--- config.mk ---
export PLATFORM = sky130hd
export DESIGN_NAME = result_stage_flat
export DESIGN_NICKNAME = d
export VERILOG_FILES = /design/src/verilog/mips_pkg.sv /design/src/verilog/mips_ifs.sv /design/src/verilog/result_stage.sv /design/src/flat_wrapper.sv
export SDC_FILE = /design/constraint.sdc
export NUM_CORES = 1
export LEC_CHECK = 0
export BUFFER_PORTS_ARGS = -buffer_cell sky130_fd_sc_hd__buf_2
export CORE_MARGIN = 2
export CORE_UTILIZATION = 49
export DETAILED_ROUTE_END_ITERATION = 8
export GPL_ROUTABILITY_DRIVEN = 0
export PLACE_DENSITY = 0.82
export SLEW_MARGIN = 5
export SYNTH_ARGS = -nofsm -noshare
export SYNTH_HDL_FRONTEND = slang
export SYNTH_SLANG_ARGS = --single-unit
--- constraint.sdc ---
create_clock -name i_clk -period 2 [get_ports i_clk]
set_input_delay 0.1 -clock i_clk [delete_from_list [all_inputs] [get_ports i_clk]]
set_output_delay 0.1 -clock i_clk [all_outputs]
set_load 0.05 [all_outputs]
--- src/verilog/mips_pkg.sv ---
package mips_pkg;

    localparam int WORD_W     = 32;
    localparam int REG_ADDR_W = 5;
    localparam int NUM_REGS   = 32;

    typedef logic [WORD_W-1:0]     word_t;
    typedef logic [REG_ADDR_W-1:0] reg_addr_t;

    typedef enum logic [5:0] {
        R_TYPE = 6'h00,
        ADDIU  = 6'h09,
        SLTI   = 6'h0A,
        ANDI   = 6'h0C,
        ORI    = 6'h0D,
        XORI   = 6'h0E,
        LUI    = 6'h0F,
        HALT   = 6'h3F
    } opcode_e;

    typedef enum logic [5:0] {
        ADDU = 6'h21,
        SUBU = 6'h23,
        AND  = 6'h24,
        OR   = 6'h25,
        XOR  = 6'h26,
        SLT  = 6'h2A
    } funct_e;

    typedef enum logic [2:0] {
        ALU_ADD,
        ALU_SUB,
        ALU_AND,
        ALU_OR,
        ALU_XOR,
        ALU_SLT,
        ALU_PASS_B
    } alu_op_e;

    // EXT_UPPER puts the immediate in bits 31:16
    typedef enum logic [1:0] {
        EXT_SIGN,
        EXT_ZERO,
        EXT_UPPER
    } ext_mode_e;

    typedef struct packed {
        opcode_e   opcode;
        reg_addr_t rs;
        reg_addr_t rt;
        reg_addr_t rd;
        logic [4:0] shamt;
        funct_e    funct;
    } r_fmt_t;

    typedef struct packed {
        opcode_e     opcode;
        reg_addr_t   rs;
        reg_addr_t   rt;
        logic [15:0] imm;
    } i_fmt_t;

    // One instruction word, R or I view
    typedef union packed {
        r_fmt_t r;
        i_fmt_t i;
    } instr_u;

    localparam word_t NOP_WORD = '0;

endpackage
--- src/verilog/mips_ifs.sv ---


// Write-back entry, also the forwarding source
interface wb_if;
    import mips_pkg::*;

    logic      valid;
    logic      wr_en;
    reg_addr_t dest;
    word_t     data;
    logic      halt;

    modport sender   (output valid, wr_en, dest, data, halt);
    modport fwd      (input valid, wr_en, dest, data);
    modport receiver (input valid, wr_en, dest, data);

endinterface

--- src/verilog/result_stage.sv ---
module result_stage (
    input  logic                i_clk,
    input  logic                i_rst_n,
    input  logic                i_step,
    input  logic                i_valid,
    input  logic                i_wr_en,
    input  mips_pkg::reg_addr_t i_dest,
    input  mips_pkg::word_t     i_data,
    input  logic                i_halt,
    wb_if.sender                o_wb,
    output logic                o_halted,
    output mips_pkg::word_t     o_retired
);
    import mips_pkg::*;

    always_ff @(posedge i_clk or negedge i_rst_n) begin
        if (!i_rst_n) begin
            o_wb.valid <= 1'b0;
            o_wb.wr_en <= 1'b0;
            o_wb.dest  <= '0;
            o_wb.data  <= '0;
            o_wb.halt  <= 1'b0;
            o_halted   <= 1'b0;
            o_retired  <= '0;
        end else if (i_step && !o_halted) begin
            o_wb.valid <= i_valid;
            o_wb.wr_en <= i_valid && i_wr_en;
            o_wb.dest  <= i_dest;
            o_wb.data  <= i_data;
            o_wb.halt  <= i_valid && i_halt;
            if (i_valid && i_halt) begin
                o_halted <= 1'b1;
            end
            // Current entry leaves on this step
            if (o_wb.valid && !o_wb.halt) begin
                o_retired <= o_retired + 1'b1;
            end
        end
    end

endmodule

--- src/flat_wrapper.sv ---
// flat-port wrapper written by rule: the top's interface ports become plain ports
module result_stage_flat import mips_pkg::*;
  (i_clk, i_rst_n, i_step, i_valid, i_wr_en, i_dest, i_data, i_halt, o_halted, o_retired, o_wb_valid, o_wb_wr_en, o_wb_dest, o_wb_data, o_wb_halt);
  wb_if o_wb_i ();
  input  logic i_clk;
  input  logic i_rst_n;
  input  logic i_step;
  input  logic i_valid;
  input  logic i_wr_en;
  input  mips_pkg::reg_addr_t i_dest;
  input  mips_pkg::word_t i_data;
  input  logic i_halt;
  output logic o_halted;
  output mips_pkg::word_t o_retired;
  output wire logic [$bits(o_wb_i.valid)-1:0] o_wb_valid;
  output wire logic [$bits(o_wb_i.wr_en)-1:0] o_wb_wr_en;
  output wire logic [$bits(o_wb_i.dest)-1:0] o_wb_dest;
  output wire logic [$bits(o_wb_i.data)-1:0] o_wb_data;
  output wire logic [$bits(o_wb_i.halt)-1:0] o_wb_halt;
  assign o_wb_valid = o_wb_i.valid;
  assign o_wb_wr_en = o_wb_i.wr_en;
  assign o_wb_dest = o_wb_i.dest;
  assign o_wb_data = o_wb_i.data;
  assign o_wb_halt = o_wb_i.halt;
  result_stage u_core (.i_clk(i_clk), .i_rst_n(i_rst_n), .i_step(i_step), .i_valid(i_valid), .i_wr_en(i_wr_en), .i_dest(i_dest), .i_data(i_data), .i_halt(i_halt), .o_wb(o_wb_i), .o_halted(o_halted), .o_retired(o_retired));
endmodule
==> impl_results.md, run 1 <==
- Yosys cell types: 30
- Synth top area cells: dfrtp_1 (59%), mux2_2 (14%), xor2_1 (6.8%)
- Post-synthesis sequential area ratio: between 50 and 60%
- Post-route insts no fill: 467
- Final net count: roughly 430
- Most frequent cells in the layout: buf_2 (115), dfrtp_1 (73), mux2_2 (39)
- Simple-gate share of the synthesized area: approximately 15%
- Clk slew on worst S/H paths: approximately 0.07 ns
- Vias in the first global route: around 2500
- Die Y: approximately 84 um
- Die ar.: ~7000 sq um
- Min Tclk post-route: around 1.8 ns
- WS Path Type: reg -> reg
- Number of synthesized register bits: 73
- Dominant cell type by area after synthesis: dfrtp_1
- Routed Wire Length: ~7 mm
- Synthesis warning total: 0
- P_leak: between 0.002 and 0.0025 uW
- Clock tree sinks: 73
- Htree depth: 3
- Setup violators final: 0
- 1st-iter DRT viols: a little under 100
- # diodes: 0
- Slew Limit Fails: 0
- Worst-skew pair later-pin latency: between 0.3 and 0.4 ns
- Post-place setup slack: approximately 0.21 ns
- Commonest non-fill, non-tap cell in the layout: buf_2
- Chip Width: roughly 84 um
- Syn_area_per_cell: ~14 sq um
- Gr usage total: between 20% and 30%
- Largest family of logic cells by synthesized area: simple AND/OR/NAND/NOR gates
- Status: finished, final reports clean
- CTS tree: done
- Syn nets: about 270
- Adder-cell area share of the yosys netlist: 0.403%
- Setup TNS: 0 ns
- Pre-Repair DR Iteration Count: 4
- Worst EP required: about 2.3 ns
- Initial Util: around half
- CTS root buf: clkbuf_8
- Worst setup EP type: flip-flop
- Post-synth top area share: between 50% and 60%
- Largest net degree at the start of global routing: 48
- Compound-gate portion of the synthesized area: less than 1%
- WL/cell: ~15 um
- Max FO, Critical Path: 6
- Slew headroom: about three fifths
- GRT overflow: 0
- Tcrit/Tclk final: slightly below 90%
- Worst Path Arrival: approximately 2 ns
- Antenna Nets Post-Route: 0
- Post-CTS setup repair buffer count: 0
- CTS Buf Count: 9
- # rows: 28
- Antenna violations before repair: 0
- Synthesis-to-layout area growth: 40.3%
- Final worst clock skew: 0.0147 ns
- XOR/XNOR share of the synthesized area: under 10%
- Slew of the pin with the lowest slew margin: between 0.6 and 0.7 ns
- IO buf count: about 120
- Mux share of post-synthesis cell area: 14.2%
- RSZ-0062 raised after global routing: no
- Maxcap violations: 0
- Worst vdd ir: ~0.91 mV
- DP Wirelength: around 4.6 mm
- Proportion of layout cells with a drive suffix above 1: 47.4%
- Netlist Area Pre-Place: about 3100 sq um
- Vias per inst: between 5 and 6
- Power per Cell Area: 1170 nW/um^2
- Worst Setup Slack, final: about 0.23 ns
- Global-route wire length before repair: between 10 and 15 mm
- Mapped Cells: roughly 230
- CORE AREA: ~6000 sq um
- Via count: 2372
- FMAX: ~0.56 GHz
- Crit start category: flip-flop
- Clock tree buffer depth: 2
- Hold Path Class: in -> reg
- Final Hold Violating Endpoints: 0
- I/O pins: between 100 and 150
- # DRC: 0
- Dpl cells: roughly 410
[metrics by stage]
step                      cell area [sq um]  utilization [%]  total power (uW)  hold WS (ns)
after detailed placement               3780             62.7              3940         0.146
final                                  4350             72.2              5110        0.0121
after global routing                   4350             72.2              5340       0.00903
after floorplan                        3100                -              3450        -0.196
after CTS                              4350             72.2              5140       0.00495
after global placement                 3780             62.7              3900         0.128
[state kept, by name (all words and copies together) (netlist names)]
| signal | flops |
|---|---|
| u_core.o_wb.dest | 5 |
| u_core.o_retired | 32 |
| u_core.o_wb.wr_en | 1 |
| u_core.o_wb.valid | 1 |
| u_core.o_wb.data | 32 |
| u_core.o_wb.halt | 1 |
| u_core.o_halted | 1 |
[repair_timing]
| item | 4_1_cts | 5_1_grt |
|---|---|---|
| endpoints found under the hold margin | 63 | 0 |
| gates resized for setup | 0 | 0 |
| hold buffers | 38 | 0 |
[final timing paths]
kind                                               endpoint                        startpoint  cells past startpoint  slack, ns
hold / removal                 u_core.o_wb.halt$_DFFE_PN0P_                            i_halt                      3       0.01
setup / recovery           u_core.o_retired[28]$_DFFE_PN0P_       u_core.o_halted$_DFFE_PN0P_                      4       0.23
setup reg to reg           u_core.o_retired[28]$_DFFE_PN0P_       u_core.o_halted$_DFFE_PN0P_                      4       0.23
min in group asynchronous   u_core.o_wb.dest[1]$_DFFE_PN0P_                           i_rst_n                      2       0.29
max in group asynchronous  u_core.o_wb.data[27]$_DFFE_PN0P_                           i_rst_n                      3       1.03
hold reg to reg            u_core.o_retired[31]$_DFFE_PN0P_  u_core.o_retired[31]$_DFFE_PN0P_                      1       0.47
[critical path, stage by stage, from the launching register on]
cell and delay (ns):
dfrtp_1 0.42, and4bb_1 0.53, nand3_1 0.20, nor4_1 0.35
xor2_1 0.19
[cell families (layout without fill, tap and decap cells)]
logic type	Yosys count	in the layout
AOI/OAI and AO/OA	3	3
and+or+nand+nor	68	68
xor gates and xnor gates	31	31
buffers and inverters	12	177
muxes	39	39
DFF	73	73
adders and majority gates	1	1
[power by group]
part	switching, uW	total [uW]	internal (uW)
logic	1470	2000	530
registers	193	1990	1800
clock network	525	1130	601
[cells in the mapped netlist, drive strengths merged]
library cell and instances:
a31o 1, and2 1, and3 2, and4 5
and4bb 1, buf 5, clkbuf 2, dfrtp 73
ha 1, inv 5, mux2 39, nand2 14
nand3 7, nand4 11, nor2 6, nor2b 1
nor3 12, nor4 8, o21ai 2, xnor2 7
xor2 24
[area by class of cell]
type                            count  area [sq um]
Inverter                            5          18.8
Clock inverter                      6          57.6
Tap cell                           75          93.8
Multi-Input combinational cell    142          1210
Timing Repair Buffer              156          1000
Fill cell                         431          1670
Clock buffer                       10           138
Sequential cell                    73          1830
[metal layers]
| layer | global-route usage (%) | wire, um | part of all wire (%) | vias to the layer above |
|---|---|---|---|---|
| li1 | - | - | - | 1121 |
| met1 | 26.0 | 2820 | 39 | 1158 |
| met2 | 37.7 | 3810 | 53 | 73 |
| met3 | 3.56 | 257 | 3.6 | 20 |
| met4 | 13.0 | 269 | 3.8 | 0 |
| met5 | 0 | 0 | 0 | - |
Note: power is estimated with default switching activity, not from simulation.
==> inputs of run 2 (changes only) <==
Settings changed: CORE_UTILIZATION 49 to 35, PLACE_DENSITY 0.82 to 0.62.
==> impl_results.md, run 2 (synthesized netlist as in run 1, its figures left out) <==
- Status: finished, final reports clean
- CTS Buf Count: 9 (unchanged)
- Slew of the pin with the lowest slew margin: 0.429 ns (-0.179 ns)
- Crit-path cells: and4bb_1 > nand3_4 > nor4_1 > xor2_1
- Post-CTS setup repair buffer count: 0 (unchanged)
- Routed Wire Length: 7.07 mm (-1.2%)
- Multi-input logic area: 1210 sq um (unchanged)
- Slowest CP cell: and4bb_1
- Final net count: 432 (+0.23%)
- Met3 Wirelength: 386 um (+50%)
- 1st-iter DRT viols: 79 (-19%)
- Met2 wire len: 3.54 mm (-7.1%)
- Hold Path Class: in -> reg
- Worst Path Arrival: 2.05 ns (+0.02 ns)
- FMAX: 0.558 GHz (-1.2%)
- WS Path Type: reg -> reg
- # diodes: 0 (unchanged)
- Chip Width: 98.1 um (+17%)
- Min Tclk post-route: 1.79 ns (+0.0216 ns)
- Power per Cell Area: 1180 nW/um^2 (+0.86%)
- I/O pins: 116 (unchanged)
- CTS root buf: clkbuf_8
- Vias in the first global route: 2420 (-3.4%)
- Initial Util: 35.7% (-16 points)
- Maxcap violations: 0 (unchanged)
- # rows: 34 (+21%)
- Worst path top cell family by delay: simple AND/OR/NAND/NOR gates
- Vias per inst: 4.63 (-8.8%)
- Antenna violations before repair: 0 (unchanged)
- RSZ-0062 raised after global routing: no
- FF+latch area: 1830 sq um (unchanged)
- Crit Reg-Reg Startpoint: u_core.o_halted$_DFFE_PN0P_
- Proportion of layout cells with a drive suffix above 1: 46.8% (-0.63 points)
- Clock tree sinks: 73 (unchanged)
- Cell Area, Placed: 3820 sq um (+1.1%)
- Htree depth: 3 (unchanged)
- Worst reg2reg path depth: 4 (unchanged)
- Worst setup EP type: flip-flop
- Clock tree buffer depth: 2 (unchanged)
- # DRC: 0 (unchanged)
- IO buf count: 115 (unchanged)
- Die ar.: 9630 sq um (+38%)
- CORE AREA: 8680 sq um (+44%)
- Slew Limit Fails: 0 (unchanged)
- Crit start category: flip-flop
- Most frequent cells in the layout: buf_2 (115), dfrtp_1 (73), mux2_2 (39), dlygate4sd3_1 (39), xor2_1 (24)
- Top Registers: u_core.o_retired: 32 flops, u_core.o_wb.data: 32 flops, u_core.o_wb.dest: 5 flops
- Fillers: 774 (+80%)
- Critical R2R Capture: u_core.o_retired[21]$_DFFE_PN0P_
- Worst EP required: 2.26 ns (about the same)
- Final Hold Violating Endpoints: 0 (unchanged)
- WHS Path Cells: 3 (unchanged)
- GRT overflow: 0 (unchanged)
- DP Wirelength: 4.81 mm (+4.7%)
- R2r setup slk: 0.21 ns (-0.02 ns)
- Via count: 2320 (-2.2%)
- Final worst clock skew: 0.0108 ns (-0.00388 ns)
- WHS: 0.0171 ns (+0.00504 ns)
- Antenna Nets Post-Route: 0 (unchanged)
- Largest net degree at the start of global routing: 74 (+54%)
- Critical hold path startpoint: i_halt
- Slew headroom: 71.4% (+12 points)
- Gr usage total: 15.3% (-6.8 points)
- Max Used Layer: met4
- CTS tree: done
- Global-route wire length before repair: 11.7 mm (-4.2%)
- P_leak: 0.00223 uW (+0.41%)
- Tcrit/Tclk final: 89.6% (+1.1 points)
- Die Y: 98.1 um (+17%)
- Buf+Inv Stages, Crit Path: 0 (unchanged)
- Setup violators final: 0 (unchanged)
- Commonest non-fill, non-tap cell in the layout: buf_2
- Clk slew on worst S/H paths: 0.08 ns (about the same)
- Setup TNS: 0 ns (unchanged)
- Max FO, Critical Path: 8 (+2)
- Hold Path End: u_core.o_wb.halt$_DFFE_PN0P_
- Worst vdd ir: 0.505 mV (-44%)
- Pre-Repair DR Iteration Count: 4 (unchanged)
- WL/cell: 14.1 um (-7.9%)
- Final Cell Area: 4430 sq um (+1.8%)
- Worst-skew pair later-pin latency: 0.34 ns (about the same)
- Wl on met1: 3.03 mm (+7.5%)
- CP max stage delay: 0.54 ns (about the same)
- Synthesis-to-layout area growth: 42.8%
## run 2: cell types whose count changed in the layout (fill, tap and decap cells not counted)
cell,delta
dlygate4sd3_1,+1
clkinv_4,+1
clkinv_2,-4
clkbuf_1,+2
bufinv_16,+1
## run 2: worst max path at each step
stage	cells after the start	from	end	slack, ns
3_5_place_dp	4	u_core.o_halted$_DFFE_PN0P_	u_core.o_retired[21]$_DFFE_PN0P_	0.23
4_1_cts	4	u_core.o_halted$_DFFE_PN0P_	u_core.o_retired[21]$_DFFE_PN0P_	0.20
2_1_floorplan	4	u_core.o_retired[0]$_DFFE_PN0P_	u_core.o_retired[28]$_DFFE_PN0P_	0.25
5_1_grt	4	u_core.o_halted$_DFFE_PN0P_	u_core.o_retired[21]$_DFFE_PN0P_	0.05
3_3_place_gp	4	u_core.o_halted$_DFFE_PN0P_	u_core.o_retired[31]$_DFFE_PN0P_	0.27
6_report	4	u_core.o_halted$_DFFE_PN0P_	u_core.o_retired[21]$_DFFE_PN0P_	0.21
## run 2: power by group
part / switching, uW / internal [uW]
sequential: 182 / 1800
combinational: 1460 / 531
clock: 541 / 740
total: 2180 / 3070
## run 2: worst register-to-register path, stage by stage (launching register included)
cell      delay, ns
dfrtp_1        0.42
and4bb_1       0.54
nand3_4        0.20
nor4_1         0.38
xor2_1         0.18
## run 2: what timing repair did
action,4_1_cts,5_1_grt
hold buffers,39,0
resized for setup,0,0
hold endpoints to repair,111,0
## run 2: layout make-up
| cell class | count | share of cell area, % |
|---|---|---|
| Sequential cell | 73 | 41.2 |
| Multi-Input combinational cell | 142 | 27.4 |
| Clock buffer | 12 | 3.28 |
| Inverter | 5 | 0.424 |
| Timing Repair Buffer | 157 | 22.9 |
| Clock inverter | 4 | 1.72 |
| Tap cell | 108 | 3.05 |
## run 2: stage by stage
stage	power (uW)	worst slack, ns	utilization, %	std cells
4_1_cts	5300	0.198	51.1	501
2_1_floorplan	3450	0.250	-	227
3_5_place_dp	3950	0.226	44.0	446
3_3_place_gp	3910	0.272	44.0	446
6_report	5250	0.208	51.1	501
5_1_grt	5490	0.0483	51.1	501
## run 2: metal layers
metal,track usage (%),up-vias
met5,0,-
met4,6.01,0
met3,4.87,8
met2,25.1,57
met1,18.8,1129
li1,-,1126
==> inputs of run 3 (changes only) <==
Settings changed: GPL_TIMING_DRIVEN from default to 0, REMOVE_ABC_BUFFERS from default to 1.
Clock period 2 ns to 2.2 ns, I/O delays scaled along.
==> impl_results.md, run 3 (synthesized netlist as in run 1, its figures left out) <==
- Status: finished, final reports clean
- Post-route insts no fill: 500 (-0.20%)
- Proportion of layout cells with a drive suffix above 1: 47.2% (+0.37 points)
- FMAX: 0.510 GHz (-8.7%)
- Post-layout util: 51.2% (+0.17 points)
- CORE AREA: 8680 sq um (unchanged)
- Total power: 4810 uW (-8.4%)
- Most frequent cells in the layout: buf_2 (114), dfrtp_1 (73), mux2_2 (39), dlygate4sd3_1 (39), xor2_1 (24)
- Final Hold Violating Endpoints: 0 (unchanged)
- P_leak: 0.00223 uW (+0.25%)
- Vias per inst: 4.78 (+3.1%)
- Number of hold buffers added after CTS: 39 (unchanged)
- Dpl cells: 445 (-0.22%)
- Gr usage total: 15.9% (+0.61 points)
- Commonest non-fill, non-tap cell in the layout: buf_2
- Slew Limit Fails: 0 (unchanged)
- Max FO, Critical Path: 9 (+1)
- Tcrit/Tclk final: 89.2% (-0.42 points)
- Final worst clock skew: 0.0114 ns (+0.000617 ns)
- Htree depth: 3 (unchanged)
- Crit start category: flip-flop
- Post-CTS Resized: 0 (unchanged)
- Clock tree buffer depth: 2 (unchanged)
- GRT overflow: 0 (unchanged)
- Vias in the first global route: 2464 (+1.8%)
- Pre-Repair DR Iteration Count: 4 (unchanged)
- CTS root buf: clkbuf_8
- I/O pins: 116 (unchanged)
- DP Wirelength: 4.95 mm (+2.8%)
- CTS tree: done
- Worst EP required: 2.47 ns (+0.21 ns)
- # diodes: 0 (unchanged)
- Worst Path Arrival: 2.23 ns (+0.18 ns)
- Top Registers: u_core.o_retired: 32 flops, u_core.o_wb.data: 32 flops, u_core.o_wb.dest: 5 flops
- Chip Width: 98.1 um (unchanged)
- Routed Wire Length: 7.27 mm (+2.9%)
- Crit Reg-Reg Startpoint: u_core.o_halted$_DFFE_PN0P_
- Worst-skew pair later-pin latency: 0.35 ns (about the same)
- Die ar.: 9630 sq um (unchanged)
- Antenna violations before repair: 0 (unchanged)
- Post-CTS setup repair buffer count: 0 (unchanged)
- Post-place setup slack: 0.258 ns (+0.0320 ns)
- Die Y: 98.1 um (unchanged)
- 1st-iter DRT viols: 62 (-22%)
- Slew of the pin with the lowest slew margin: 0.589 ns (+0.160 ns)
- Worst vdd ir: 0.484 mV (-4.1%)
- WS Path Type: reg -> reg
- Cell Area, Placed: 3830 sq um (+0.26%)
- Hold Path Class: in -> reg
- Final net count: 431 (-0.23%)
- # rows: 34 (unchanged)
- RSZ-0062 raised after global routing: no
- Min Tclk post-route: 1.96 ns (+0.170 ns)
- Worst Setup Slack, final: 0.238 ns (+0.0300 ns)
- IO buf count: 115 (unchanged)
- WL/cell: 14.5 um (+3.1%)
- Slew headroom: 60.7% (-11 points)
- Synthesis-to-layout area growth: 43.3%
- Largest net degree at the start of global routing: 43 (-42%)
- Clk slew on worst S/H paths: 0.08 ns (about the same)
- Critical Path Source: u_core.o_halted$_DFFE_PN0P_
- CTS Buf Count: 9 (unchanged)
- Worst setup EP type: flip-flop
- Via count: 2388 (+2.9%)
- Antenna Nets Post-Route: 0 (unchanged)
- Critical hold path startpoint: i_halt
- Setup violators final: 0 (unchanged)
- Power per Cell Area: 1080 nW/um^2 (-8.7%)
- # DRC: 0 (unchanged)
- Clock tree sinks: 73 (unchanged)
- Maxcap violations: 0 (unchanged)
- Initial Util: 35.7% (unchanged)
- Global-route wire length before repair: 12.2 mm (+4.6%)
- Final Cell Area: 4450 sq um (+0.34%)
==> run 3: final cells by class <==
type                       count  area [sq um]
multi-input combinational    142          1210
fill                         772          4230
clock buffer                   9           124
inverter                       5          18.8
tap                          108           135
timing repair buffer         156          1020
clock inverter                 7           103
sequential                    73          1830
==> run 3: worst paths after layout <==
kind / to / slack (ns) / cells after the start
worst min register to register: u_core.o_retired[31]$_DFFE_PN0P_ / 0.46 / 1
worst max-delay path: u_core.o_retired[19]$_DFFE_PN0P_ / 0.24 / 4
max in group asynchronous: u_core.o_retired[28]$_DFFE_PN0P_ / 1.39 / 3
worst max register to register: u_core.o_retired[19]$_DFFE_PN0P_ / 0.24 / 4
min in group asynchronous: u_core.o_wb.dest[1]$_DFFE_PN0P_ / 0.24 / 2
worst min-delay path: u_core.o_halted$_DFFE_PN0P_ / 0.03 / 2
==> run 3: layer usage <==
layer	share of wire (%)	vias up	global-route usage, %
met2	50	68	25.9
met1	44	1173	20.3
met4	2.6	0	8.11
met5	0	-	0
li1	-	1130	-
met3	3.6	17	2.86
==> run 3: through the flow <==
step	hold slack, ns	setup TNS [ns]
2_1_floorplan	-0.186	-31.91
3_3_place_gp	0.342	-53.57
5_1_grt	0.0237	0
3_5_place_dp	0.0876	0
4_1_cts	0.00155	0
6_report	0.0282	0
==> run 3: power breakdown <==
| part | total (uW) | switching, uW | internal [uW] |
|---|---|---|---|
| Sequential | 1800 | 169 | 1630 |
| Combinational | 1810 | 1330 | 485 |
| Clock | 1200 | 545 | 650 |
==> run 3: worst max-delay path, stage by stage (launching register included) <==
cell,delay (ns)
dfrtp_1,0.44
and4bb_1,0.65
nand3_4,0.21
nor4_1,0.42
xor2_1,0.18
